==> src/verilog/raster_params.svh <==
// frame-buffer resolution, data widths and clear values
`ifndef RASTER_PARAMS_SVH
`define RASTER_PARAMS_SVH

// frame-buffer resolution in pixels
`define FB_HRES 320
`define FB_VRES 180

// one depth word per pixel, also the clear sweep length
`define FB_PIXELS (`FB_HRES * `FB_VRES)

`define ADDR_WIDTH 16
`define DEPTH_WIDTH 12
`define COLOR_WIDTH 16

// values written by the clear sweep
`define DEPTH_FAR {`DEPTH_WIDTH{1'b1}}
`define CLEAR_COLOR {`COLOR_WIDTH{1'b0}}

`endif

==> src/verilog/raster_pkg.sv <==
// fragment and pixel types: pixel address, depth and color
`include "raster_params.svh"

package raster_pkg;

  // linear address, row * FB_HRES + column
  typedef logic [`ADDR_WIDTH-1:0] pix_addr_t;

  // smaller depth is nearer to the viewer
  typedef logic [`DEPTH_WIDTH-1:0] depth_t;

  // RGB565
  typedef logic [`COLOR_WIDTH-1:0] color_t;

endpackage

==> src/verilog/frame_pkg.sv <==
// frame sequencing state type and frame page select type
package frame_pkg;

  // sweep, accept fragments, wait for the last fragment to leave
  typedef enum logic [1:0] {
    CLEARING,
    DRAWING,
    DRAINING
  } frame_state_e;

  // which of the two frame pages is written
  typedef logic frame_sel_t;

endpackage

==> src/verilog/pix_wr_if.sv <==
// interface for depth-tested pixel writes, with source and sink modports
interface pix_wr_if import raster_pkg::*; ();

  logic      valid;
  logic      ready;
  pix_addr_t addr;
  depth_t    depth;
  color_t    color;
  logic      last;
  // low for a rejected fragment that only carries the frame end
  logic      depth_pass;

  modport src (
    output valid, addr, depth, color, last, depth_pass,
    input  ready
  );

  modport dst (
    input  valid, addr, depth, color, last, depth_pass,
    output ready
  );

endinterface

==> src/verilog/frame_sequencer.sv <==
// frame FSM, clear sweep counter, frame-buffer and depth write muxing
`include "raster_params.svh"

module frame_sequencer import raster_pkg::*, frame_pkg::*; (
  input  logic       clk_100_passthrough,
  input  logic       sys_rst,
  pix_wr_if.dst      wr,
  output logic       drawing,
  output logic       fb_valid,
  input  logic       fb_ready,
  output pix_addr_t  fb_addr,
  output color_t     fb_color,
  output frame_sel_t fb_frame,
  output logic       dw_en,
  output pix_addr_t  dw_addr,
  output depth_t     dw_data
);

  frame_state_e state;
  pix_addr_t    clr_addr;
  logic         fb_xfer;
  logic         sweep_done;
  logic         last_done;

  assign drawing    = (state == DRAWING);
  assign fb_xfer    = fb_valid && fb_ready;
  assign sweep_done = fb_xfer && (clr_addr == pix_addr_t'(`FB_PIXELS - 1));
  assign last_done  = wr.valid && wr.ready && wr.last;

  always_comb begin
    if (state == CLEARING) begin
      fb_valid = 1'b1;
      fb_addr  = clr_addr;
      fb_color = `CLEAR_COLOR;
      dw_data  = `DEPTH_FAR;
      wr.ready = 1'b0;
    end else begin
      fb_valid = wr.valid && wr.depth_pass;
      fb_addr  = wr.addr;
      fb_color = wr.color;
      dw_data  = wr.depth;
      // a rejected last fragment is consumed without a frame-buffer write
      wr.ready = fb_ready || !wr.depth_pass;
    end
  end

  // every frame-buffer write also updates the depth memory
  assign dw_en   = fb_xfer;
  assign dw_addr = fb_addr;

  always_ff @(posedge clk_100_passthrough) begin
    if (sys_rst) begin
      state    <= CLEARING;
      clr_addr <= '0;
      fb_frame <= 1'b0;
    end else begin
      case (state)
        CLEARING: begin
          if (sweep_done) begin
            state    <= DRAWING;
            clr_addr <= '0;
          end else if (fb_xfer) begin
            clr_addr <= clr_addr + 1'b1;
          end
        end
        DRAWING: begin
          if (last_done) begin
            state    <= CLEARING;
            fb_frame <= ~fb_frame;
          end else if (wr.valid && wr.last) begin
            // last fragment waits on the frame buffer
            state <= DRAINING;
          end
        end
        DRAINING: begin
          if (last_done) begin
            state    <= CLEARING;
            fb_frame <= ~fb_frame;
          end
        end
        default: state <= CLEARING;
      endcase
    end
  end

  // the pipeline is empty while the sweep owns the frame buffer
  a_no_frag_in_sweep: assert property (
    @(posedge clk_100_passthrough) disable iff (sys_rst)
    (state == CLEARING) |-> !wr.valid
  ) else $error("tested fragment waiting during the clear sweep");

endmodule

==> src/flat_wrapper.sv <==
// flat-port wrapper written by rule: the top's interface ports become plain ports
module frame_sequencer_flat import raster_pkg::*, frame_pkg::*;
  (clk_100_passthrough, sys_rst, drawing, fb_valid, fb_ready, fb_addr, fb_color, fb_frame, dw_en, dw_addr, dw_data, wr_valid, wr_addr, wr_depth, wr_color, wr_last, wr_depth_pass, wr_ready);
  pix_wr_if wr_i ();
  input  logic clk_100_passthrough;
  input  logic sys_rst;
  output logic drawing;
  output logic fb_valid;
  input  logic fb_ready;
  output pix_addr_t fb_addr;
  output color_t fb_color;
  output frame_sel_t fb_frame;
  output logic dw_en;
  output pix_addr_t dw_addr;
  output depth_t dw_data;
  input wire logic [$bits(wr_i.valid)-1:0] wr_valid;
  input wire logic [$bits(wr_i.addr)-1:0] wr_addr;
  input wire logic [$bits(wr_i.depth)-1:0] wr_depth;
  input wire logic [$bits(wr_i.color)-1:0] wr_color;
  input wire logic [$bits(wr_i.last)-1:0] wr_last;
  input wire logic [$bits(wr_i.depth_pass)-1:0] wr_depth_pass;
  output wire logic [$bits(wr_i.ready)-1:0] wr_ready;
  assign wr_i.valid = wr_valid;
  assign wr_i.addr = wr_addr;
  assign wr_i.depth = wr_depth;
  assign wr_i.color = wr_color;
  assign wr_i.last = wr_last;
  assign wr_i.depth_pass = wr_depth_pass;
  assign wr_ready = wr_i.ready;
  frame_sequencer u_core (.clk_100_passthrough(clk_100_passthrough), .sys_rst(sys_rst), .wr(wr_i), .drawing(drawing), .fb_valid(fb_valid), .fb_ready(fb_ready), .fb_addr(fb_addr), .fb_color(fb_color), .fb_frame(fb_frame), .dw_en(dw_en), .dw_addr(dw_addr), .dw_data(dw_data));
endmodule
==> config.mk <==
export PLATFORM = sky130hd
export DESIGN_NAME = frame_sequencer_flat
export DESIGN_NICKNAME = d
export VERILOG_FILES = /design/src/verilog/raster_pkg.sv /design/src/verilog/frame_pkg.sv /design/src/verilog/pix_wr_if.sv /design/src/verilog/frame_sequencer.sv /design/src/flat_wrapper.sv
export VERILOG_INCLUDE_DIRS = /design/src /design/src/verilog
export SDC_FILE = /design/constraint.sdc
export NUM_CORES = 1
export LEC_CHECK = 0
export BUFFER_PORTS_ARGS = -buffer_cell sky130_fd_sc_hd__buf_2
export CELL_PAD_IN_SITES_DETAIL_PLACEMENT = 1
export CELL_PAD_IN_SITES_GLOBAL_PLACEMENT = 1
export CORE_UTILIZATION = 25
export CTS_BUF_LIST = sky130_fd_sc_hd__clkbuf_8
export CTS_CLUSTER_SIZE = 20
export DETAILED_ROUTE_END_ITERATION = 10
export GPL_TIMING_DRIVEN = 0
export HOLD_SLACK_MARGIN = 0.08
export PLACE_DENSITY = 0.83
export SYNTH_ARGS = -nofsm -noshare
export SYNTH_HDL_FRONTEND = slang
export SYNTH_SLANG_ARGS = --single-unit
==> constraint.sdc <==
create_clock -name clk_100_passthrough -period 1.6 [get_ports clk_100_passthrough]
set_input_delay 0 -clock clk_100_passthrough [delete_from_list [all_inputs] [get_ports clk_100_passthrough]]
set_output_delay 0 -clock clk_100_passthrough [all_outputs]
set_load 0.02 [all_outputs]
==> summary.txt, run 1 <==
outcome -> finished with violations
failing checks -> setup timing
Placed Cells -> 374
RSZ-0062 raised after global routing -> true
post-synth top area share -> 0.242
fillers -> 699
Distinct cells, synth -> 36
Seq. cell area -> 389 um^2
syn nets -> 241
sequential fraction of design power -> 0.478
highest attainable clock frequency -> 580 MHz
synth top area cells -> dfxtp_1, mux2_2, buf_4, nor2b_1, xnor2_1
initial antenna violation count -> 0
Design Area, Final -> 2950 um^2
hold bufs inserted after CTS -> 0
Final ANT Viol Nets -> 0
leak pwr -> 1.43 nW
vias in the first global route -> 1761
#FFs+latches synth -> 19
final wirelength -> 6550 um
power per cell area -> 349 nW/um^2
Hold WS -> 0.101 ns
Worst Hold Class -> in2reg
CP required -> 1.60 ns
crit start category -> flop
GRT Resource Usage Total -> 0.176
Main synth FF type -> dfxtp_1
Syn-to-layout area delta -> 87.7%
synthesized area per cell -> 8.40 um^2
CP Class -> reg2out
1st-pass router iterations -> 4
Post-DP Area -> 2230 um^2
worst reg2reg path startpoint -> u_core.state[0]$_SDFFE_PP0P_
num ports -> 115
Sw Share -> 0.274
vias per cell -> 4.80
clock root cell -> clkbuf_8
Worst Tran Pin Value -> 0.416 ns
worst-case vdd ir drop -> 0.293 mV
Mapped Cells -> 187
die area -> 6600 um^2
area taken by multi-input logic gates -> 1200 um^2
CP Max Fanout -> 10
worst-case clock buffer depth -> 2
YS warnings -> 0
diodes inserted -> 0
Final period util -> 1.08
Post-synth top cells -> dfxtp_1, nor2_1, buf_4, nor2b_1, mux2_2
Seq/Total Area, Yosys -> 0.242
CTS tree -> yes
Setup crit start -> u_core.state[0]$_SDFFE_PP0P_
Reg2Reg Depth -> 7
CTS Buf Count -> 3
Final setup violation count -> 22
hold depth -> 2
clk_skew -> 0.00361 ns
Sink Count -> 19
Rows -> 28
Die Wd -> 81.3 um
global route overflow -> 0
Hold Crit Start -> sys_rst
combinational share of power -> 0.167
first-pass GRT wire length -> 8750 um
Psw -> 0.000282 W
final non-filler cell total -> 393
DRC -> 0
core area -> 5990 um^2
Tmin final -> 1.72 ns
Post-synth EDFFs -> 0
DR iter-0 viols -> 55
pin count of the biggest net entering global routing -> 11
Placer Congestion -> 0.826
Clk network pwr share -> 0.355
CTS clk-pin slew, worst paths -> 0.08 ns
Layout Nets -> 373
port bufs -> 112
Worst setup EP type -> output port
cell taking the most area after synthesis -> dfxtp_1
clk_lat worst skew -> 0.27 ns
Mapped Area -> 1570 um^2
Fin. Hold Viols -> 0
pre-CTS WS -> -0.333 ns
Avg WL per Cell -> 16.7 um
WP data arrival -> 1.72 ns
htree depth -> 1
Slew Viols, Final -> 0
final worst slack -> -0.124 ns
FFs w/ async S/R, synth -> 0
DP HPWL -> 4060 um
Die H -> 81.3 um
layout cells sized above 1 -> 0.670
max_cap viols -> 0
Slew headroom -> 0.723
Int Pwr -> 0.000746 W
Initial Util -> 0.262
Vias -> 1888
[flip-flops by register name (all words and copies together), names as in the netlist]
signal / cells
u_core.clr_addr: 16
u_core.state: 2
u_core.fb_frame: 1
[repair_timing]
| item | CTS | global route |
|---|---|---|
| buffers inserted | 10 | 10 |
| setup endpoints to repair | 81 | 69 |
| cloned | 1 | 0 |
| pin swaps | 4 | 12 |
| resized for setup | 107 | 48 |
| endpoints found under the hold margin | 0 | 0 |
[worst max-delay path, cell delays in order, from the launching register on]
cell	delay [ns]
dfxtp_2	0.33
inv_2	0.08
ha_4	0.21
buf_4	0.14
clkbuf_16	0.14
mux2_4	0.32
buf_6	0.12
buf_6	0.12
[worst paths after layout]
check                                           to  slack, ns
hold reg to reg       u_core.fb_frame$_SDFFE_PP0P_       0.53
hold / removal        u_core.fb_frame$_SDFFE_PP0P_       0.10
setup / recovery                       fb_addr[14]      -0.12
setup reg to reg  u_core.clr_addr[15]$_SDFFE_PP0P_      -0.11
[layout make-up]
type | instances | share of cell area
inverter | 4 | 0.00509
multi-input combinational | 136 | 0.407
clock buffer | 3 | 0.0140
buffer | 23 | 0.0934
sequential | 19 | 0.132
tap | 75 | 0.0318
timing repair buffer | 132 | 0.316
clock inverter | 1 | 0.00127
[stage by stage]
stage / setup TNS (ns) / util / power [W]
final: -1.02 / 0.492 / 0.00103
after detailed placement: -8.84 / 0.372 / 0.000639
after CTS: -3.41 / 0.464 / 0.000998
after floorplan: 0 / - / 0.000561
after global routing: -3.15 / 0.492 / 0.00107
after global placement: -5.89 / 0.372 / 0.000636
[cell families after synthesis]
kind of cell               after synthesis  share of synthesized area
DFF                                     19                      0.242
xor gates and xnor gates                15                     0.0837
and+or+nand+nor                         91                      0.360
buffers and inverters                   32                      0.122
muxes                                   17                      0.121
adders and majority gates                4                     0.0319
AOI/OAI and AO/OA                        9                     0.0390
[power by group through the flow]
stage,Combinational (W),Sequential (W),Clock [W]
finish,0.000172,0.000491,0.000365
detailed placement,0.000142,0.000498,0
global route,0.000185,0.000492,0.000391
floorplan,0.0000657,0.000495,0
CTS,0.000153,0.000490,0.000356
global placement,0.000138,0.000498,0
[cell usage in the layout, fill, tap and decap left out, types with 2 or more instances in the layout]
cell type  synthesis  layout
nor2b_1           17      17
buf_4             17      16
buf_6              0      45
clkbuf_2           3       3
inv_2              0       2
buf_2              3      83
nand2_1            7       6
and2_1             2       2
ha_4               0       2
nor3_2             0       2
xnor2_1            9       8
nor4_2             1       2
a21oi_1            3       3
and4_1             3       2
nand4_1            7       7
clkbuf_16          0       2
inv_1              4       3
xor2_1             6       6
or2_2             12       8
clkbuf_8           0       3
dfxtp_2            0       4
nor4_4             1       4
nand4_4            2       2
nand3_1            7       7
dfxtp_1           19      14
mux2_4             0      16
nor2_1            19      18
buf_12             0       4
ha_1               4       2
or2_4              0       4
[layer usage]
| layer | GRT usage | up-vias | routed length (um) |
|---|---|---|---|
| met1 | 0.189 | 905 | 2520 |
| met5 | 0 | - | 0 |
| met2 | 0.335 | 80 | 3500 |
| met4 | 0.0786 | 0 | 151 |
| met3 | 0.0258 | 15 | 379 |
| li1 | - | 888 | - |
No activity file was read; power rests on OpenSTA's default activity.
==> inputs of run 2 (changes only) <==
--- a/config.mk
+++ b/config.mk
@@ -15,7 +15,7 @@
 export DETAILED_ROUTE_END_ITERATION = 10
 export GPL_TIMING_DRIVEN = 0
 export HOLD_SLACK_MARGIN = 0.08
-export PLACE_DENSITY = 0.83
+export PLACE_DENSITY_LB_ADDON = 0.08
 export SYNTH_ARGS = -nofsm -noshare
 export SYNTH_HDL_FRONTEND = slang
 export SYNTH_SLANG_ARGS = --single-unit
==> summary.txt, run 2 (synthesis gave the netlist of run 1 again) <==
outcome -> finished with violations
failing checks -> setup timing
worst-case vdd ir drop -> 0.327 mV (+12%)
worst reg2reg path startpoint -> u_core.state[1]$_SDFFE_PP0P_
final worst slack -> -0.0637 ns (+0.0600 ns)
initial antenna violation count -> 0 (unchanged)
Final period util -> 1.04 (-0.0375)
layout cells sized above 1 -> 0.674 (+0.00424)
final wirelength -> 5530 um (-16%)
GRT Resource Usage Total -> 0.168 (-0.00794)
clock root cell -> clkbuf_8
CP Max Fanout -> 5 (-5)
Sink Count -> 19 (unchanged)
CTS clk-pin slew, worst paths -> 0.08 ns (about the same)
DRC -> 0 (unchanged)
1st-pass router iterations -> 4 (unchanged)
Design Area, Final -> 2970 um^2 (+0.59%)
pin count of the biggest net entering global routing -> 12 (+1)
setup TNS -> -0.458 ns (+0.562 ns)
core area -> 5990 um^2 (unchanged)
Die Wd -> 81.3 um (unchanged)
power per cell area -> 341 nW/um^2 (-2.1%)
max reg flops -> 16 (unchanged)
Avg WL per Cell -> 14.1 um (-15%)
max_cap viols -> 0 (unchanged)
Layout Nets -> 371 (-0.54%)
leak pwr -> 1.44 nW (+0.22%)
first-pass GRT wire length -> 8520 um (-2.6%)
Syn-to-layout area delta -> 88.8%
commonest non-fill, non-tap cell in the layout -> buf_2
Tmin final -> 1.66 ns (-0.0600 ns)
RSZ-0062 raised after global routing -> true
slowest CP cell -> dfxtp_2
most frequent cells in the layout -> buf_2, buf_6, buf_4, nor2_1, mux2_4
htree depth -> 1 (unchanged)
register with the most flip-flops -> u_core.clr_addr
global route overflow -> 0 (unchanged)
DR iter-0 viols -> 39 (-29%)
DP HPWL -> 3940 um (-2.9%)
hold bufs inserted after CTS -> 0 (unchanged)
CP Class -> reg2out
Worst Tran Pin Value -> 0.479 ns (+0.0638 ns)
Final setup violation count -> 10 (-55%)
max incr delay on CP -> 0.33 ns (about the same)
worst-path cell chain -> inv_2, ha_4, buf_12, buf_8, mux2_4, buf_6, buf_6
CP top delay family -> buffers and inverters
highest attainable clock frequency -> 601 MHz (+3.6%)
Slew headroom -> 0.680 (-0.0426)
CP required -> 1.60 ns (about the same)
vias in the first global route -> 1773 (+0.68%)
diodes inserted -> 0 (unchanged)
worst-case clock buffer depth -> 2 (unchanged)
die area -> 6600 um^2 (unchanged)
clk_skew -> 0.00908 ns (+0.00547 ns)
Initial Util -> 0.262 (unchanged)
CTS Buf Count -> 3 (unchanged)
Fin. Hold Viols -> 0 (unchanged)
Worst Path Buf+Inv -> 5 (unchanged)
WP data arrival -> 1.66 ns (-0.06 ns)
num ports -> 115 (unchanged)
crit start category -> flop
Top cell by count, worst path -> buf_6
Slew Viols, Final -> 0 (unchanged)
Hold Crit Start -> sys_rst
Worst setup EP type -> output port
Final ANT Viol Nets -> 0 (unchanged)
Vias -> 1801 (-4.6%)
port bufs -> 112 (unchanged)
Die H -> 81.3 um (unchanged)
clk_lat worst skew -> 0.27 ns (about the same)
Placer Congestion -> 0.708 (-14%)
vias per cell -> 4.61 (-4.1%)
Setup crit start -> u_core.state[1]$_SDFFE_PP0P_
CTS tree -> yes
Post-DP Area -> 2230 um^2 (unchanged)
Rows -> 28 (unchanged)
Worst Hold Class -> in2reg
largest registers -> u_core.clr_addr: 16 flops, u_core.state: 2 flops, u_core.fb_frame: 1 flops
==> run 2: cell count changes in the layout (fill, tap and decap cells not counted), moves of 2 or more <==
cell	change
buf_2	-15
buf_4	+9
buf_6	+4
or2_2	-4
or2_4	+4
buf_12	-3
buf_8	+3
nor2b_1	-3
nor2b_2	+3
clkbuf_16	-2
==> run 2: power breakdown <==
group	switching (W)	total [W]	internal, W
logic	0.0000724	0.000165	0.0000923
clock network	0.000183	0.000357	0.000174
registers	0.0000122	0.000490	0.000478
==> run 2: path summary, 6_finish.rpt <==
path | cells after the start | slack [ns] | endpoint
setup / recovery | 7 | -0.06 | fb_addr[11]
setup reg to reg | 7 | -0.04 | u_core.clr_addr[15]$_SDFFE_PP0P_
hold reg to reg | 2 | 0.52 | u_core.clr_addr[1]$_SDFFE_PP0P_
hold / removal | 2 | 0.14 | u_core.fb_frame$_SDFFE_PP0P_
==> run 2: through the flow <==
| step | setup slack [ns] | utilization | cells | hold WS, ns | power, W |
|---|---|---|---|---|---|
| after floorplan | 0.0276 | - | 187 | 0.140 | 0.000561 |
| after global placement | -0.351 | 0.372 | 374 | 0.300 | 0.000637 |
| after detailed placement | -0.372 | 0.372 | 374 | 0.304 | 0.000640 |
| after CTS | -0.141 | 0.472 | 390 | 0.139 | 0.00101 |
| after global routing | -0.137 | 0.495 | 391 | 0.162 | 0.00106 |
| final | -0.0637 | 0.495 | 391 | 0.135 | 0.00101 |
==> run 2: layout make-up <==
cell class | count | area [um^2]
inverters | 4 | 15.0
clock buffers | 3 | 41.3
fillers | 716 | 3030
repair buffers | 132 | 1010
plain buffers | 21 | 214
flip-flops and latches | 19 | 392
multi-input cells | 136 | 1200
clock inverters | 1 | 5.00
well taps | 75 | 93.8
==> run 2: what timing repair did <==
action,in CTS,in global routing
setup endpoints to repair,80,79
gates resized for setup,131,41
gates cloned,1,1
pin swaps,7,5
setup buffers,16,2
==> run 2: metal layers <==
layer,part of all wire,global-route usage,vias up
li1,-,-,882
met1,0.42,0.203,863
met2,0.53,0.308,52
met3,0.052,0.0326,4
met4,0.0052,0.0268,0
met5,0,0,-
